### config.mk
export PLATFORM = sky130hd
export DESIGN_NAME = decode_top
export DESIGN_NICKNAME = d
export VERILOG_FILES = /design/src/hw/decode_pkg.sv /design/src/hw/alu_decoder.sv /design/src/hw/decode_ctrl_merge.sv /design/src/hw/decode_top.sv /design/src/hw/main_decoder.sv
export SDC_FILE = /design/constraint.sdc
export NUM_CORES = 1
export LEC_CHECK = 0
export ABC_AREA = 0
export BUFFER_PORTS_ARGS = -buffer_cell sky130_fd_sc_hd__buf_2
export CORE_MARGIN = 2
export CORE_UTILIZATION = 59
export DETAILED_ROUTE_END_ITERATION = 12
export PLACE_DENSITY = 0.87
export SLEW_MARGIN = 10
export SYNTH_ARGS = -nofsm -noshare
export SYNTH_HDL_FRONTEND = slang
export SYNTH_HIERARCHICAL = 1
export SYNTH_SLANG_ARGS = --single-unit
### constraint.sdc
create_clock -name clk -period 3.52 [get_ports clk]
set_input_delay 0.704 -clock clk [delete_from_list [all_inputs] [get_ports clk]]
set_output_delay 0.704 -clock clk [all_outputs]
set_load 0.1 [all_outputs]
### src/hw/decode_pkg.sv
package decode_pkg;

	// major opcode, instr[31:26]
	typedef enum logic [5:0] {
		OP_SPECIAL  = 6'h00, OP_REGIMM = 6'h01, OP_J     = 6'h02, OP_JAL   = 6'h03,
		OP_BEQ      = 6'h04, OP_BNE    = 6'h05, OP_BLEZ  = 6'h06, OP_BGTZ  = 6'h07,
		OP_ADDI     = 6'h08, OP_ADDIU  = 6'h09, OP_SLTI  = 6'h0a, OP_SLTIU = 6'h0b,
		OP_ANDI     = 6'h0c, OP_ORI    = 6'h0d, OP_XORI  = 6'h0e, OP_LUI   = 6'h0f,
		OP_COP0     = 6'h10, OP_BEQL   = 6'h14, OP_BNEL  = 6'h15, OP_BLEZL = 6'h16,
		OP_BGTZL    = 6'h17, OP_SPECIAL2 = 6'h1c,
		OP_LB       = 6'h20, OP_LH     = 6'h21, OP_LWL   = 6'h22, OP_LW    = 6'h23,
		OP_LBU      = 6'h24, OP_LHU    = 6'h25, OP_LWR   = 6'h26,
		OP_SB       = 6'h28, OP_SH     = 6'h29, OP_SWL   = 6'h2a, OP_SW    = 6'h2b,
		OP_SWR      = 6'h2e, OP_CACHE  = 6'h2f, OP_LL    = 6'h30, OP_PREF  = 6'h33,
		OP_SC       = 6'h38
	} opcode_e;

	// funct under SPECIAL
	typedef enum logic [5:0] {
		FN_SLL     = 6'h00, FN_SRL   = 6'h02, FN_SRA     = 6'h03, FN_SLLV  = 6'h04,
		FN_SRLV    = 6'h06, FN_SRAV  = 6'h07, FN_JR      = 6'h08, FN_JALR  = 6'h09,
		FN_MOVZ    = 6'h0a, FN_MOVN  = 6'h0b, FN_SYSCALL = 6'h0c, FN_BREAK = 6'h0d,
		FN_SYNC    = 6'h0f, FN_MFHI  = 6'h10, FN_MTHI    = 6'h11, FN_MFLO  = 6'h12,
		FN_MTLO    = 6'h13, FN_MULT  = 6'h18, FN_MULTU   = 6'h19, FN_DIV   = 6'h1a,
		FN_DIVU    = 6'h1b, FN_ADD   = 6'h20, FN_ADDU    = 6'h21, FN_SUB   = 6'h22,
		FN_SUBU    = 6'h23, FN_AND   = 6'h24, FN_OR      = 6'h25, FN_XOR   = 6'h26,
		FN_NOR     = 6'h27, FN_SLT   = 6'h2a, FN_SLTU    = 6'h2b, FN_TGE   = 6'h30,
		FN_TGEU    = 6'h31, FN_TLT   = 6'h32, FN_TLTU    = 6'h33, FN_TEQ   = 6'h34,
		FN_TNE     = 6'h36
	} funct_e;

	// rt field under REGIMM
	typedef enum logic [4:0] {
		RT_BLTZ   = 5'h00, RT_BGEZ   = 5'h01, RT_BLTZL   = 5'h02, RT_BGEZL   = 5'h03,
		RT_TGEI   = 5'h08, RT_TGEIU  = 5'h09, RT_TLTI    = 5'h0a, RT_TLTIU   = 5'h0b,
		RT_TEQI   = 5'h0c, RT_TNEI   = 5'h0e, RT_BLTZAL  = 5'h10, RT_BGEZAL  = 5'h11,
		RT_BLTZALL = 5'h12, RT_BGEZALL = 5'h13
	} regimm_e;

	// rs field under COP0
	typedef enum logic [4:0] {
		RS_MFC0 = 5'h00,
		RS_MTC0 = 5'h04,
		RS_CO   = 5'h10
	} cop0_rs_e;

	// funct under SPECIAL2, overlaps the SPECIAL codes
	localparam logic [5:0] F2_MADD  = 6'h00;
	localparam logic [5:0] F2_MADDU = 6'h01;
	localparam logic [5:0] F2_MUL   = 6'h02;
	localparam logic [5:0] F2_MSUB  = 6'h04;
	localparam logic [5:0] F2_MSUBU = 6'h05;
	localparam logic [5:0] F2_CLZ   = 6'h20;
	localparam logic [5:0] F2_CLO   = 6'h21;

	// funct under COP0 with CO set
	localparam logic [5:0] CO_TLBR  = 6'h01;
	localparam logic [5:0] CO_TLBWI = 6'h02;
	localparam logic [5:0] CO_TLBWR = 6'h06;
	localparam logic [5:0] CO_TLBP  = 6'h08;
	localparam logic [5:0] CO_ERET  = 6'h18;
	localparam logic [5:0] CO_WAIT  = 6'h20;

	typedef enum logic [1:0] {DST_RD, DST_RT, DST_RA} reg_dst_e;

	typedef enum logic [3:0] {
		LS_NONE, LS_LB, LS_LBU, LS_LH, LS_LHU, LS_LW, LS_LWL, LS_LWR,
		LS_LL, LS_SB, LS_SH, LS_SW, LS_SWL, LS_SWR, LS_SC
	} ls_type_e;

	typedef enum logic [4:0] {
		ALU_ADD, ALU_ADDU, ALU_SUB, ALU_SUBU, ALU_SLT, ALU_SLTU, ALU_AND, ALU_OR,
		ALU_XOR, ALU_NOR, ALU_LUI, ALU_SLL, ALU_SRL, ALU_SRA, ALU_CLZ, ALU_CLO,
		ALU_PASS_A, ALU_NOP
	} alu_op_e;

	typedef enum logic [3:0] {
		MD_NONE, MD_MULT, MD_MULTU, MD_DIV, MD_DIVU, MD_MUL,
		MD_MADD, MD_MADDU, MD_MSUB, MD_MSUBU, MD_MTHI, MD_MTLO
	} md_op_e;

	typedef enum logic [1:0] {HL_NONE, HL_HI, HL_LO} hilo_sel_e;

	typedef enum logic [2:0] {TLB_NONE, TLB_P, TLB_R, TLB_WI, TLB_WR} tlb_op_e;

	typedef enum logic [2:0] {EXC_NONE, EXC_RI, EXC_SYSCALL, EXC_BREAK, EXC_ERET} exc_e;

	typedef struct packed {
		logic      reg_write_en;
		reg_dst_e  reg_dst;
		logic      alu_imm_sel;
		logic      sign_ext;
		logic      mem_read_en;
		logic      mem_write_en;
		logic      mem_to_reg;
		ls_type_e  ls_type;
		hilo_sel_e hilo_sel;
		logic      hilo_to_reg;
		logic      cp0_wen;
		logic      cp0_to_reg;
		tlb_op_e   tlb_op;
		logic      movz;
		logic      movn;
		exc_e      exc;
	} main_ctrl_t;

	typedef struct packed {
		alu_op_e alu_op;
		logic    shamt_from_rs; // variable shifts take rs[4:0]
		md_op_e  md_op;
	} alu_ctrl_t;

	typedef struct packed {
		main_ctrl_t main_ctrl;
		alu_ctrl_t  alu_ctrl;
		logic       hilo_wen;
	} decode_ctrl_t;

endpackage

### src/hw/alu_decoder.sv
module alu_decoder import decode_pkg::*; #(
	parameter bit HAS_SPECIAL2 = 1'b1
) (
	input  logic [31:0] instr,
	output alu_ctrl_t   alu_ctrl
);

	opcode_e    opcode;
	regimm_e    rt;
	funct_e     funct;
	logic [5:0] fn;

	assign opcode = opcode_e'(instr[31:26]);
	assign rt     = regimm_e'(instr[20:16]);
	assign fn     = instr[5:0];
	assign funct  = funct_e'(fn);

	always_comb begin
		alu_ctrl.alu_op        = ALU_NOP;
		alu_ctrl.shamt_from_rs = 1'b0;
		alu_ctrl.md_op         = MD_NONE;
		case (opcode)
			OP_SPECIAL: begin
				case (funct)
					FN_ADD:  alu_ctrl.alu_op = ALU_ADD;
					FN_ADDU: alu_ctrl.alu_op = ALU_ADDU;
					FN_SUB:  alu_ctrl.alu_op = ALU_SUB;
					FN_SUBU: alu_ctrl.alu_op = ALU_SUBU;
					FN_SLT:  alu_ctrl.alu_op = ALU_SLT;
					FN_SLTU: alu_ctrl.alu_op = ALU_SLTU;
					FN_AND:  alu_ctrl.alu_op = ALU_AND;
					FN_OR:   alu_ctrl.alu_op = ALU_OR;
					FN_XOR:  alu_ctrl.alu_op = ALU_XOR;
					FN_NOR:  alu_ctrl.alu_op = ALU_NOR;
					FN_SLL:  alu_ctrl.alu_op = ALU_SLL;
					FN_SRL:  alu_ctrl.alu_op = ALU_SRL;
					FN_SRA:  alu_ctrl.alu_op = ALU_SRA;
					FN_SLLV, FN_SRLV, FN_SRAV: begin
						alu_ctrl.shamt_from_rs = 1'b1;
						alu_ctrl.alu_op = (funct == FN_SLLV) ? ALU_SLL :
							(funct == FN_SRLV) ? ALU_SRL : ALU_SRA;
					end
					FN_MFHI, FN_MFLO, FN_MOVZ, FN_MOVN: alu_ctrl.alu_op = ALU_PASS_A;
					FN_JALR:  alu_ctrl.alu_op = ALU_ADDU; // pc + 8
					FN_MULT:  alu_ctrl.md_op  = MD_MULT;
					FN_MULTU: alu_ctrl.md_op  = MD_MULTU;
					FN_DIV:   alu_ctrl.md_op  = MD_DIV;
					FN_DIVU:  alu_ctrl.md_op  = MD_DIVU;
					FN_MTHI:  alu_ctrl.md_op  = MD_MTHI;
					FN_MTLO:  alu_ctrl.md_op  = MD_MTLO;
					default:  alu_ctrl.alu_op = ALU_NOP;
				endcase
			end
			OP_ADDI:  alu_ctrl.alu_op = ALU_ADD;
			OP_ADDIU: alu_ctrl.alu_op = ALU_ADDU;
			OP_SLTI:  alu_ctrl.alu_op = ALU_SLT;
			OP_SLTIU: alu_ctrl.alu_op = ALU_SLTU;
			OP_ANDI:  alu_ctrl.alu_op = ALU_AND;
			OP_ORI:   alu_ctrl.alu_op = ALU_OR;
			OP_XORI:  alu_ctrl.alu_op = ALU_XOR;
			OP_LUI:   alu_ctrl.alu_op = ALU_LUI;
			// address is base + offset
			OP_LB, OP_LBU, OP_LH, OP_LHU, OP_LW, OP_LWL, OP_LWR, OP_LL,
			OP_SB, OP_SH, OP_SW, OP_SWL, OP_SWR, OP_SC: begin
				alu_ctrl.alu_op = ALU_ADDU;
			end
			OP_JAL: alu_ctrl.alu_op = ALU_ADDU;
			OP_REGIMM: begin
				if (rt inside {RT_BGEZAL, RT_BLTZAL, RT_BGEZALL, RT_BLTZALL})
					alu_ctrl.alu_op = ALU_ADDU; // link address
			end
			OP_SPECIAL2: begin
				if (HAS_SPECIAL2) begin
					case (fn)
						F2_MUL:   alu_ctrl.md_op  = MD_MUL;
						F2_MADD:  alu_ctrl.md_op  = MD_MADD;
						F2_MADDU: alu_ctrl.md_op  = MD_MADDU;
						F2_MSUB:  alu_ctrl.md_op  = MD_MSUB;
						F2_MSUBU: alu_ctrl.md_op  = MD_MSUBU;
						F2_CLZ:   alu_ctrl.alu_op = ALU_CLZ;
						F2_CLO:   alu_ctrl.alu_op = ALU_CLO;
						default:  alu_ctrl.alu_op = ALU_NOP;
					endcase
				end
			end
			default: alu_ctrl.alu_op = ALU_NOP;
		endcase
	end

endmodule

### src/hw/decode_ctrl_merge.sv
module decode_ctrl_merge import decode_pkg::*; (
	input  logic         clk,
	input  logic         rst,
	input  logic         instr_valid,
	input  main_ctrl_t   main_ctrl,
	input  alu_ctrl_t    alu_ctrl,
	output logic         ctrl_valid,
	output decode_ctrl_t ctrl
);

	decode_ctrl_t ctrl_next;

	always_comb begin
		ctrl_next.main_ctrl = main_ctrl;
		ctrl_next.alu_ctrl  = alu_ctrl;
		ctrl_next.hilo_wen  = (alu_ctrl.md_op != MD_NONE);
		// excepting instr must not touch any state
		if (main_ctrl.exc != EXC_NONE) begin
			ctrl_next.main_ctrl.reg_write_en = 1'b0;
			ctrl_next.main_ctrl.mem_write_en = 1'b0;
			ctrl_next.main_ctrl.mem_read_en  = 1'b0;
			ctrl_next.main_ctrl.cp0_wen      = 1'b0;
			ctrl_next.main_ctrl.tlb_op       = TLB_NONE;
			ctrl_next.alu_ctrl.md_op         = MD_NONE;
			ctrl_next.hilo_wen               = 1'b0;
		end
	end

	always_ff @(posedge clk) begin
		if (rst) begin
			ctrl_valid <= 1'b0;
			ctrl       <= '0;
		end else begin
			ctrl_valid <= instr_valid;
			if (instr_valid)
				ctrl <= ctrl_next; // holds otherwise
		end
	end

	a_valid_after_rst: assert property (@(posedge clk) rst |=> !ctrl_valid);

	// suppression has to survive the register into the next stage
	a_exc_quiet: assert property (@(posedge clk) disable iff (rst)
		ctrl.main_ctrl.exc != EXC_NONE |->
			!(ctrl.main_ctrl.reg_write_en || ctrl.main_ctrl.mem_write_en ||
			ctrl.main_ctrl.mem_read_en || ctrl.main_ctrl.cp0_wen || ctrl.hilo_wen) &&
			ctrl.main_ctrl.tlb_op == TLB_NONE && ctrl.alu_ctrl.md_op == MD_NONE);

endmodule

### src/hw/decode_top.sv
module decode_top import decode_pkg::*; #(
	parameter bit HAS_SPECIAL2 = 1'b1
) (
	input  logic         clk,
	input  logic         rst,
	input  logic [31:0]  instr,
	input  logic         instr_valid,
	output logic         ctrl_valid,
	output decode_ctrl_t ctrl
);

	main_ctrl_t main_ctrl;
	alu_ctrl_t  alu_ctrl;

	// both decoders see the same word in the same cycle
	main_decoder #(
		.HAS_SPECIAL2(HAS_SPECIAL2)
	) i_main (
		.instr     (instr),
		.main_ctrl (main_ctrl)
	);

	alu_decoder #(
		.HAS_SPECIAL2(HAS_SPECIAL2)
	) i_alu (
		.instr    (instr),
		.alu_ctrl (alu_ctrl)
	);

	decode_ctrl_merge i_merge (
		.clk         (clk),
		.rst         (rst),
		.instr_valid (instr_valid),
		.main_ctrl   (main_ctrl),
		.alu_ctrl    (alu_ctrl),
		.ctrl_valid  (ctrl_valid),
		.ctrl        (ctrl)
	);

endmodule

### src/hw/main_decoder.sv
module main_decoder import decode_pkg::*; #(
	parameter bit HAS_SPECIAL2 = 1'b1
) (
	input  logic [31:0] instr,
	output main_ctrl_t  main_ctrl
);

	opcode_e    opcode;
	cop0_rs_e   rs;
	regimm_e    rt;
	funct_e     funct;
	logic [5:0] fn;

	assign opcode = opcode_e'(instr[31:26]);
	assign rs     = cop0_rs_e'(instr[25:21]);
	assign rt     = regimm_e'(instr[20:16]);
	assign fn     = instr[5:0];
	assign funct  = funct_e'(fn);

	function automatic ls_type_e ls_kind(input opcode_e op);
		case (op)
			OP_LB:   return LS_LB;
			OP_LBU:  return LS_LBU;
			OP_LH:   return LS_LH;
			OP_LHU:  return LS_LHU;
			OP_LW:   return LS_LW;
			OP_LWL:  return LS_LWL;
			OP_LWR:  return LS_LWR;
			OP_LL:   return LS_LL;
			OP_SB:   return LS_SB;
			OP_SH:   return LS_SH;
			OP_SW:   return LS_SW;
			OP_SWL:  return LS_SWL;
			OP_SWR:  return LS_SWR;
			OP_SC:   return LS_SC;
			default: return LS_NONE;
		endcase
	endfunction

	always_comb begin
		main_ctrl = '0;
		// only the logical immediates zero extend
		main_ctrl.sign_ext = !(opcode inside {OP_ANDI, OP_ORI, OP_XORI, OP_LUI});
		main_ctrl.ls_type  = ls_kind(opcode);
		case (opcode)
			OP_SPECIAL: begin
				case (funct)
					FN_ADD, FN_ADDU, FN_SUB, FN_SUBU, FN_SLT, FN_SLTU,
					FN_AND, FN_OR, FN_XOR, FN_NOR,
					FN_SLL, FN_SRL, FN_SRA, FN_SLLV, FN_SRLV, FN_SRAV: begin
						main_ctrl.reg_write_en = 1'b1;
						main_ctrl.reg_dst      = DST_RD;
					end
					FN_MFHI, FN_MFLO: begin
						main_ctrl.reg_write_en = 1'b1;
						main_ctrl.reg_dst      = DST_RD;
						main_ctrl.hilo_to_reg  = 1'b1;
						main_ctrl.hilo_sel     = (funct == FN_MFHI) ? HL_HI : HL_LO;
					end
					FN_MOVZ, FN_MOVN: begin
						main_ctrl.reg_write_en = 1'b1; // datapath cancels on condition
						main_ctrl.reg_dst      = DST_RD;
						main_ctrl.movz         = (funct == FN_MOVZ);
						main_ctrl.movn         = (funct == FN_MOVN);
					end
					FN_JALR: begin
						main_ctrl.reg_write_en = 1'b1;
						main_ctrl.reg_dst      = DST_RA;
					end
					FN_JR, FN_SYNC,
					FN_MULT, FN_MULTU, FN_DIV, FN_DIVU, FN_MTHI, FN_MTLO,
					FN_TGE, FN_TGEU, FN_TLT, FN_TLTU, FN_TEQ, FN_TNE: begin
						main_ctrl.reg_write_en = 1'b0; // no regfile write
					end
					FN_SYSCALL: main_ctrl.exc = EXC_SYSCALL;
					FN_BREAK:   main_ctrl.exc = EXC_BREAK;
					default:    main_ctrl.exc = EXC_RI;
				endcase
			end
			OP_ADDI, OP_ADDIU, OP_SLTI, OP_SLTIU, OP_ANDI, OP_ORI, OP_XORI, OP_LUI: begin
				main_ctrl.reg_write_en = 1'b1;
				main_ctrl.reg_dst      = DST_RT;
				main_ctrl.alu_imm_sel  = 1'b1;
			end
			OP_REGIMM: begin
				case (rt)
					RT_BGEZAL, RT_BLTZAL, RT_BGEZALL, RT_BLTZALL: begin
						main_ctrl.reg_write_en = 1'b1;
						main_ctrl.reg_dst      = DST_RA;
					end
					RT_BGEZ, RT_BLTZ, RT_BGEZL, RT_BLTZL: begin
						main_ctrl.reg_write_en = 1'b0;
					end
					RT_TGEI, RT_TGEIU, RT_TLTI, RT_TLTIU, RT_TEQI, RT_TNEI: begin
						main_ctrl.alu_imm_sel = 1'b1; // compare against imm
					end
					default: main_ctrl.exc = EXC_RI;
				endcase
			end
			OP_LB, OP_LBU, OP_LH, OP_LHU, OP_LW, OP_LWL, OP_LWR, OP_LL: begin
				main_ctrl.reg_write_en = 1'b1;
				main_ctrl.reg_dst      = DST_RT;
				main_ctrl.alu_imm_sel  = 1'b1;
				main_ctrl.mem_read_en  = 1'b1;
				main_ctrl.mem_to_reg   = 1'b1;
			end
			OP_SB, OP_SH, OP_SW, OP_SWL, OP_SWR: begin
				main_ctrl.alu_imm_sel  = 1'b1;
				main_ctrl.mem_write_en = 1'b1;
			end
			OP_SC: begin
				// success flag goes back to rt
				main_ctrl.reg_write_en = 1'b1;
				main_ctrl.reg_dst      = DST_RT;
				main_ctrl.alu_imm_sel  = 1'b1;
				main_ctrl.mem_write_en = 1'b1;
			end
			OP_JAL: begin
				main_ctrl.reg_write_en = 1'b1;
				main_ctrl.reg_dst      = DST_RA;
			end
			OP_J, OP_BEQ, OP_BNE, OP_BLEZ, OP_BGTZ,
			OP_BEQL, OP_BNEL, OP_BLEZL, OP_BGTZL, OP_CACHE, OP_PREF: begin
				main_ctrl.reg_write_en = 1'b0;
			end
			OP_COP0: begin
				case (rs)
					RS_MFC0: begin
						main_ctrl.reg_write_en = 1'b1;
						main_ctrl.reg_dst      = DST_RT;
						main_ctrl.cp0_to_reg   = 1'b1;
					end
					RS_MTC0: main_ctrl.cp0_wen = 1'b1;
					RS_CO: begin
						case (fn)
							CO_ERET:  main_ctrl.exc    = EXC_ERET;
							CO_TLBP:  main_ctrl.tlb_op = TLB_P;
							CO_TLBR:  main_ctrl.tlb_op = TLB_R;
							CO_TLBWI: main_ctrl.tlb_op = TLB_WI;
							CO_TLBWR: main_ctrl.tlb_op = TLB_WR;
							CO_WAIT: begin
							end
							default:  main_ctrl.exc    = EXC_RI;
						endcase
					end
					default: main_ctrl.exc = EXC_RI;
				endcase
			end
			OP_SPECIAL2: begin
				if (HAS_SPECIAL2) begin
					case (fn)
						F2_MUL, F2_CLZ, F2_CLO: begin
							main_ctrl.reg_write_en = 1'b1;
							main_ctrl.reg_dst      = DST_RD;
						end
						F2_MADD, F2_MADDU, F2_MSUB, F2_MSUBU: begin
							main_ctrl.reg_write_en = 1'b0; // accumulates into hi/lo
						end
						default: main_ctrl.exc = EXC_RI;
					endcase
				end else begin
					main_ctrl.exc = EXC_RI;
				end
			end
			default: main_ctrl.exc = EXC_RI;
		endcase
	end

	// loads and stores come from separate branches above
	always_comb begin
		a_mem_rw_excl: assert (!(main_ctrl.mem_read_en && main_ctrl.mem_write_en))
			else $error("main_decoder: read and write both set for %h", instr);
	end

endmodule

# After elaboration in Yosys (flattened, before gate mapping)
# Memories as Yosys holds them, arrays and structs flattened. A register that Yosys moved wholly into a read port is not among the register bits.
# Index checks and enable logic that the tools add are counted.
# totals
n_memories,1
register_bits,33
in_bits,35
elab_cells,185
out_inout_bits,37
romBits,256
# memory_table
name,words,word_bits,read_ports,rd_ports_with_merged_regs,write_ports,line,rtl
(name not given),64,4,1,1,0,main_decoder.sv:21,case (op)
# classes
mux,44
n_eq_ne,90
reduce_logical,30
# ops
operator,n
$eq 6x6->1 const B,32
$eq 6x4->1 const B,15
$eq 6x5->1 const B,14
$pmux 5 s15,1
$pmux 5 s11,1
$eq 6x3->1 const B,8
$reduce_or 35->1,1
$reduce_or 34->1,1
$eq 5x4->1 const B,6
$eq 5x5->1 const B,5
$eq 6x2->1 const B,4
$pmux 4 s6,1
$reduce_or 22->1,1
$reduce_or 21->1,1
$mux 5,4
$pmux 4 s5,1
$reduce_or 18->1,1
$reduce_or 17->1,1
$reduce_or 16->1,1
$mux 1,15
$mux 3,5
$pmux 3 s5,1
$reduce_or 14->1,1
$eq 6x1->1 const B,2
other kinds (24),41

# Logic depth before layout (Yosys ltp)
# Gate-level depths: netlist (run 1).
# logic_depth
word_depth,7
depth_mapped,12
depth_no_buf,10

# Modules after synthesis
# The synthesis (run 1) kept the hierarchy.
# by_module_without_submodules
module,seq_area_each_um2,cells_per_inst,area_each_um2,n_inst
decode_ctrl_merge,740.7,132,1352.5,1
main_decoder,0.0,160,1029.7,1
alu_decoder,0.0,89,633.1,1

# Least setup slack after synthesis (run 1)
# Ideal clock, no wire load.
# synth_path
path_type,input -> register
startpoint,in instr[26]
endpoint,"reg, netlist name i_merge/ctrl[0]"
required_time_ns,3.453
setup_ns,0.067
arrival_time_ns,2.581
n_path_buf,2
cell_stages,12
path_slack_ns,0.872
path_cell_list,inv_1 -> ha_1 -> buf_6 -> and2b_2 -> and3b_1 -> nand4_1 -> o221a_2 -> nand4_1 -> nor4b_4 -> buf_6 -> o41ai_2 -> a21oi_2
# synth_lines
item,line,rtl
start: declaration,decode_top.sv:6,"input logic [31:0] instr,"

==> impl_metrics.ini, run 1 <==
[run_status]
status = finished, final reports clean

[pwr]
intPower_uw = 672
p_per_area_mw_per_mm2 = 308
p_leak_uw = 0.00144
vdd_drop_max_mv = 0.263
power.switching_uw = 358
power_frac_comb = 0.283
clkPwrFrac = 0.298
pwr-share-seq = 0.419
swShare = 0.347
p_total_uw = 1030

[clock_tree]
cts_setup_buffers = 0
ctsResizeCount = 0
hold_buffers = 0
clockBufferDepth = 2
cts_root_buf = clkbuf_8
cts_buffers = 5
clk_pin_slew_ns = 0.07
cts_htree_levels = 2
cts_num_sinks = 37
clk_latency_ns = 0.29
cts_tree = yes

[timing]
hold_viol = 0
finClkSkew_ns = 0
finalSetupViolCount = 0
rsz0062_at_grt = false
fin_setup_tns_ns = 0
slew_violations = 0
fin_crit_sh = 0.840
maxSlewHeadroom = 0.569
period_minus_slack_ns = 2.96
worstMarginPinSlew_ns = 0.646
max_freq_mhz = 338

[synth]
synth_top_family_by_area = simple AND/OR/NAND/NOR gates
synth-xor-area-share = 0.0145
synth-simple-area-share = 0.335
async_flop_share = 0
avgSynthCellArea_um2 = 7.91
netlist_instances = 381
synth_compound_area_frac = 0.198
synth_area_mm2 = 0.00302
yosysWarnings = 6
ys_types = 75
synth_fa_ha_area_frac = 0.0207
synth.mux.area_fraction = 0.105
yosys_register_bits = 37
synth_nets = 421
yosys_most_used_dff = dfxtp_1
synth_edf_count = 0
yosysSeqAreaShare = 0.246

[route]
drc_errors = 0
viasPerCell = 5.98
ant_nets = 0
drt-initial-drc-count = 266
routed_wl_um = 7040
drtPass1Iterations = 4
vias = 2942
post_drt_wl_per_cell_um = 14.3

[finish]
area_growth_pct = 11.0
final.fill_count = 425
layout-drive-gt1-share = 0.230
fin_area_mm2 = 0.00335
final_nets = 462
n_antenna_cell = 0

[global_routing]
top_usage_layer = met2
grt_use_met3 = 0.0489
use_met2 = 0.405
grtUsageMet1 = 0.351
antenna_found_initial = 0
overflow = 0
grt_pass1_vias = 2461
grt_pass1_wl_um = 11500
track_usage = 0.255
grt_start_max_net_pins = 38

[die]
dieWidth_um = 75.5
io_pins = 72
fp-row-count = 26
die_h_um = 75.5
dieArea_mm2 = 0.00570
core_mm2 = 0.00501
start_util = 0.602

[placed_design]
post-dp-hpwl_um = 4970
port_buffers = 60
place_congestion = 0.957
placed_area_mm2 = 0.00326

[setup_path]
cp-start-kind = input pin
cp_max_fo = 14
worstPathRequired_ns = 3.74
crit_path_frequent_cell = nand4_1
path_cells = buf_2 -> inv_1 -> ha_1 -> and2b_2 -> and3b_1 -> nand4_1 -> o221a_2 -> nand4_1 -> nor4b_4 -> buf_4 -> a21oi_1 -> nor2_1
critPathKind = input pin to register
cp-end-kind = register
crit_path_max_incr_delay_ns = 0.46
crit_path_top_delay_cell = nor4b_4
cp.arrival_ns = 3.18

[hold_path]
hold_path_class = register to register

[job]
drv_cap = 0
-- cells in the mapped netlist (all sizes together), types with 2 or more instances --
cell | n | area [um2]
a2111oi | 2 | 23.8
a211oi | 4 | 35.0
a21oi | 23 | 119
a221oi | 2 | 17.5
a22o | 2 | 17.5
a32oi | 2 | 17.5
and2 | 3 | 18.8
and2b | 2 | 16.3
buf | 26 | 176
clkbuf | 8 | 31.3
dfxtp | 37 | 741
ha | 5 | 62.6
inv | 10 | 37.5
mux2i | 30 | 300
nand2 | 19 | 73.8
nand2b | 13 | 83.8
nand3 | 9 | 45.0
nand4 | 8 | 50.1
nand4b | 4 | 50.1
nor2 | 58 | 220
nor2b | 19 | 119
nor3 | 17 | 101
nor3b | 3 | 22.5
nor4 | 7 | 43.8
nor4b | 4 | 65.1
nor4bb | 3 | 30.0
o211ai | 4 | 30.0
o21a | 4 | 30.0
o21ai | 13 | 65.1
o22ai | 2 | 12.5
o311ai | 2 | 17.5
o31ai | 2 | 15.0
o32ai | 2 | 32.5
or3 | 4 | 30.0
or3b | 2 | 17.5
xnor2 | 3 | 26.3
xor2 | 2 | 17.5
-- power by group through the flow --
| stage | Clock [uW] | Combinational (uW) | Sequential [uW] |
|---|---|---|---|
| final | 307 | 291 | 431 |
| after global routing | 328 | 315 | 432 |
| after CTS | 314 | 288 | 431 |
| after detailed placement | 0 | 286 | 441 |
| after global placement | 0 | 282 | 440 |
| after floorplan | 0 | 173 | 504 |
-- through the flow --
step | instances | worst slack [ns] | utilization | hold WS, ns
6_report | 492 | 0.563 | 0.668 | 0.486
5_1_grt | 492 | 0.336 | 0.668 | 0.519
4_1_cts | 492 | 0.596 | 0.668 | 0.492
3_5_place_dp | 485 | 0.300 | 0.650 | 0.475
3_3_place_gp | 485 | 0.351 | 0.650 | 0.468
2_1_floorplan | 381 | 0.872 | - | 0.928
-- per-layer routing --
metal | wire [um] | part of all wire | vias to the layer above
met5 | 0 | 0 | -
met4 | 100 | 0.014 | 0
met3 | 415 | 0.059 | 8
met2 | 3260 | 0.46 | 93
met1 | 3260 | 0.46 | 1382
li1 | - | - | 1459
-- worst paths after layout --
check / startpoint / slack [ns] / cells after the start / end
worst max-delay path: instr[27] / 0.56 / 12 / i_merge/ctrl[29]$_SDFFE_PP0P_
worst min-delay path: i_merge/ctrl[10]$_SDFFE_PP0P_ / 0.49 / 2 / i_merge/ctrl[10]$_SDFFE_PP0P_
worst min register to register: i_merge/ctrl[10]$_SDFFE_PP0P_ / 0.49 / 2 / i_merge/ctrl[10]$_SDFFE_PP0P_
worst max register to register: i_merge/ctrl[29]$_SDFFE_PP0P_ / 2.74 / 3 / i_merge/ctrl[29]$_SDFFE_PP0P_
-- cells in the final DEF (no fill, tap or decap), types with 4 or more instances in the layout --
master,count
clkbuf_8,6
inv_1,10
o21ai_0,13
o211ai_1,4
dfxtp_1,37
nor2b_1,19
buf_2,60
a21oi_1,22
nand2b_1,12
ha_1,5
nand2_1,18
nor2_1,57
mux2i_1,30
nor4_1,7
o21a_1,4
nand4_1,8
nand3_1,9
nor3_1,15
buf_4,8
-- logic make-up after synthesis --
kind of cell / after synthesis
and+or+nand+nor: 178
AOI/OAI and AO/OA: 81
buffers and inverters: 44
DFF: 37
muxes: 31
xor gates and xnor gates: 5
adders and majority gates: 5
-- state kept, by name, indices dropped and copies added, names as in the netlist --
signal / flops
i_merge/ctrl: 36
i_merge/ctrl_valid: 1
-- layout make-up --
| cell class | instances | area (um2) | area share |
|---|---|---|---|
| multi-input cells | 300 | 2030 | 0.607 |
| flip-flops and latches | 37 | 741 | 0.221 |
| repair buffers | 68 | 360 | 0.108 |
| well taps | 70 | 87.6 | 0.0262 |
| clock buffers | 6 | 82.6 | 0.0247 |
| inverters | 10 | 37.5 | 0.0112 |
| clock inverters | 1 | 7.51 | 0.00224 |
-- critical path, delay by kind of cell --
family                     cells  cell delay, ns
and+or+nand+nor                6            1.34
AOI/OAI and AO/OA              2            0.28
buffers and inverters          3            0.62
adders and majority gates      1            0.20
Note: power is estimated with default switching activity, not from simulation.
==> run 2: changes to the inputs <==
--- a/config.mk
+++ b/config.mk
@@ -5,12 +5,12 @@
 export SDC_FILE = /design/constraint.sdc
 export NUM_CORES = 1
 export LEC_CHECK = 0
-export ABC_AREA = 0
+export ABC_AREA = 1
 export BUFFER_PORTS_ARGS = -buffer_cell sky130_fd_sc_hd__buf_2
 export CORE_MARGIN = 2
-export CORE_UTILIZATION = 59
+export CORE_UTILIZATION = 56
 export DETAILED_ROUTE_END_ITERATION = 12
-export PLACE_DENSITY = 0.87
+export PLACE_DENSITY = 0.82
 export SLEW_MARGIN = 10
 export SYNTH_ARGS = -nofsm -noshare
 export SYNTH_HDL_FRONTEND = slang
==> constraint.sdc (replaced) <==
create_clock -name clk -period 2.9 [get_ports clk]
set_input_delay 0.58 -clock clk [delete_from_list [all_inputs] [get_ports clk]]
set_output_delay 0.58 -clock clk [all_outputs]
set_load 0.1 [all_outputs]
==> run 2 against run 1 <==
  * Flip-flop and latch count stayed put
  * Synthesized area is 11% higher
  * Sequential share of layout area down 2.5 points
  * Clock-buffer cell count stayed put
  * Final cell count up 39%
  * Clock skew stayed put
  * Clock power is 14% higher
  * Global-route usage rose by 2.4 points
  * First-iteration DRC count rose by 61%
  * Highest routed layer unchanged
==> impl_metrics.ini, run 2 <==
[clock_tree]
cts_num_sinks = 37
cts_setup_buffers = 0
ctsResizeCount = 0
hold_buffers = 0
cts_htree_levels = 2
cts_buffers = 5
clk_pin_slew_ns = 0.08
cts_tree = yes
clk_latency_ns = 0.29
clockBufferDepth = 2
cts_root_buf = clkbuf_8

[setup_path]
critPathKind = input pin to register
worstPathRequired_ns = 3.12
crit_family = simple AND/OR/NAND/NOR gates
cp.arrival_ns = 2.66
cp-start-kind = input pin
crit_path_max_incr_delay_ns = 0.46
crit_path_top_delay_cell = ha_1
cp_num_cells = 18
path_cells = buf_2 -> inv_1 -> ha_1 -> nor2_1 -> nand2_1 -> inv_1 -> nor2_1 -> nor2_1 -> nand2_1 -> nor2_1 -> a21oi_1 -> nand3_1 -> inv_2 -> nand2_2 -> nor2_4 -> buf_12 -> nand3_2 -> a21oi_2
cp_max_fo = 12
path_buf_inv = 5
reg2regPathDepth = 2
crit_path_frequent_cell = nor2_1
cp-end-kind = register

[finish]
area_growth_pct = 12.0
final_nets = 651
most-common-layout-cells = nand2_1 (127), nor2_1 (117), buf_2 (60), inv_1 (51), nand3_1 (45)
largest_reg_flops = 36
largest_register = i_merge/ctrl
final_common_cell = nand2_1
layout-drive-gt1-share = 0.219
top_regs = i_merge/ctrl x36, i_merge/ctrl_valid x1
n_antenna_cell = 0

[synth]
yosysTopAreaCellShare = 0.220
yosysWarnings = 6
synth_area_mm2 = 0.00336
synth_top_area_cell = dfxtp_1
async_flop_share = 0
yosys.cell_count.top_type = nand2_1
yosys_most_used_dff = dfxtp_1
synthTopCellsByArea = dfxtp_1 (22%), nand2_1 (14%), nor2_1 (13%)
yosys_register_bits = 37
avgSynthCellArea_um2 = 6.10
synth_edf_count = 0
ys_types = 45
synthTopCellsByCount = nand2_1 (127), nor2_1 (117), inv_1 (51)
synth_nets = 591
yosysSeqAreaShare = 0.220
netlist_instances = 551

[global_routing]
antenna_found_initial = 0
grt_pass1_vias = 3325
track_usage = 0.278
overflow = 0
grt_start_max_net_pins = 38
grt_pass1_wl_um = 14800

[route]
routed_wl_um = 9140
viasPerCell = 5.57
drtPass1Iterations = 6
drt-initial-drc-count = 428
drc_errors = 0
post_drt_wl_per_cell_um = 13.3
ant_nets = 0
vias = 3823

[timing]
finClkSkew_ns = 0
worstMarginPinSlew_ns = 0.658
fin_setup_tns_ns = 0
slew_violations = 0
period_minus_slack_ns = 2.44
maxSlewHeadroom = 0.555
max_freq_mhz = 410
finalWorstSetupSlack_ns = 0.462
finalSetupViolCount = 0
hold_viol = 0
fin_crit_sh = 0.841
rsz0062_at_grt = false

[pwr]
pwr-share-seq = 0.388
swShare = 0.416
intPower_uw = 810
p_leak_uw = 0.00191
clkPwrFrac = 0.253
power.switching_uw = 577
vdd_drop_max_mv = 0.320
p_per_area_mw_per_mm2 = 368
power_frac_comb = 0.358

[die]
die_h_um = 81.5
core_mm2 = 0.00585
dieWidth_um = 81.5
start_util = 0.575
fp-row-count = 28
io_pins = 72
dieArea_mm2 = 0.00664

[run_status]
status = finished, final reports clean

[placed_design]
port_buffers = 60
place_congestion = 0.977
pre_cts_ws_ns = 0.202
post-dp-hpwl_um = 6890

[hold_path]
min_path_cells = 2
hold_path_class = register to register

[job]
drv_cap = 0
## run 2: cell count changes in the layout (fill, tap and decap cells not counted), sizes merged, moves of 6 or more
cell	before	now
nor3	17	7
nor2b	19	0
mux2i	30	0
nor2	58	132
inv	10	63
nand2b	13	0
nand2	19	131
nor4	7	1
nand4	8	14
o21ai	13	37
nand3	9	58
## run 2: per-stage QoR
stage	total power, uW	util	hold WS, ns	instance area (um2)	instances
after floorplan	941	-	0.649	3360	551
after global placement	1030	0.630	0.454	3680	679
after detailed placement	1040	0.630	0.458	3680	679
after CTS	1390	0.643	0.471	3760	686
after global routing	1450	0.643	0.496	3760	686
final	1390	0.643	0.468	3760	686
## run 2: area by class of cell
type / instances / area [um2]
inverters: 64 / 248
clock buffers: 6 / 72.6
repair buffers: 70 / 388
clock inverters: 1 / 8.76
multi-input cells: 433 / 2210
flip-flops and latches: 37 / 741
well taps: 75 / 93.8
fillers: 557 / 2090
## run 2: path summary, 6_finish.rpt
kind                                      start                            end  slack, ns
hold reg to reg   i_merge/ctrl[17]$_SDFFE_PP0P_  i_merge/ctrl[17]$_SDFFE_PP0P_       0.47
hold / removal    i_merge/ctrl[17]$_SDFFE_PP0P_  i_merge/ctrl[17]$_SDFFE_PP0P_       0.47
setup / recovery                      instr[26]   i_merge/ctrl[2]$_SDFFE_PP0P_       0.46
setup reg to reg   i_merge/ctrl[2]$_SDFFE_PP0P_   i_merge/ctrl[2]$_SDFFE_PP0P_       2.25
## run 2: kinds of logic (layout without fill, tap and decap cells)
kind of cell	count (synthesis)	count (layout)	synth area share
and+or+nand+nor	348	348	0.491
DFF	37	37	0.220
AOI/OAI and AO/OA	80	80	0.148
buffers and inverters	81	141	0.121
adders and majority gates	5	5	0.0186
## run 2: power by group through the flow
stage	Sequential [uW]	Combinational (uW)	Clock (uW)
after detailed placement	550	490	0
after floorplan	703	238	0
after global routing	541	534	380
after global placement	549	484	0
final	539	497	351
after CTS	539	492	357
## run 2: metal layers
metal | global-route usage | vias up | routed length, um
met3 | 0.0440 | 33 | 601
li1 | - | 1923 | -
met2 | 0.486 | 167 | 4340
met5 | 0 | - | 0
met4 | 0.0881 | 0 | 242
met1 | 0.350 | 1700 | 3950
## run 2: worst register-to-register path, stage by stage, from the launching register on
cell	delay [ns]
dfxtp_1	0.35
nand2_1	0.08
a21oi_2	0.15
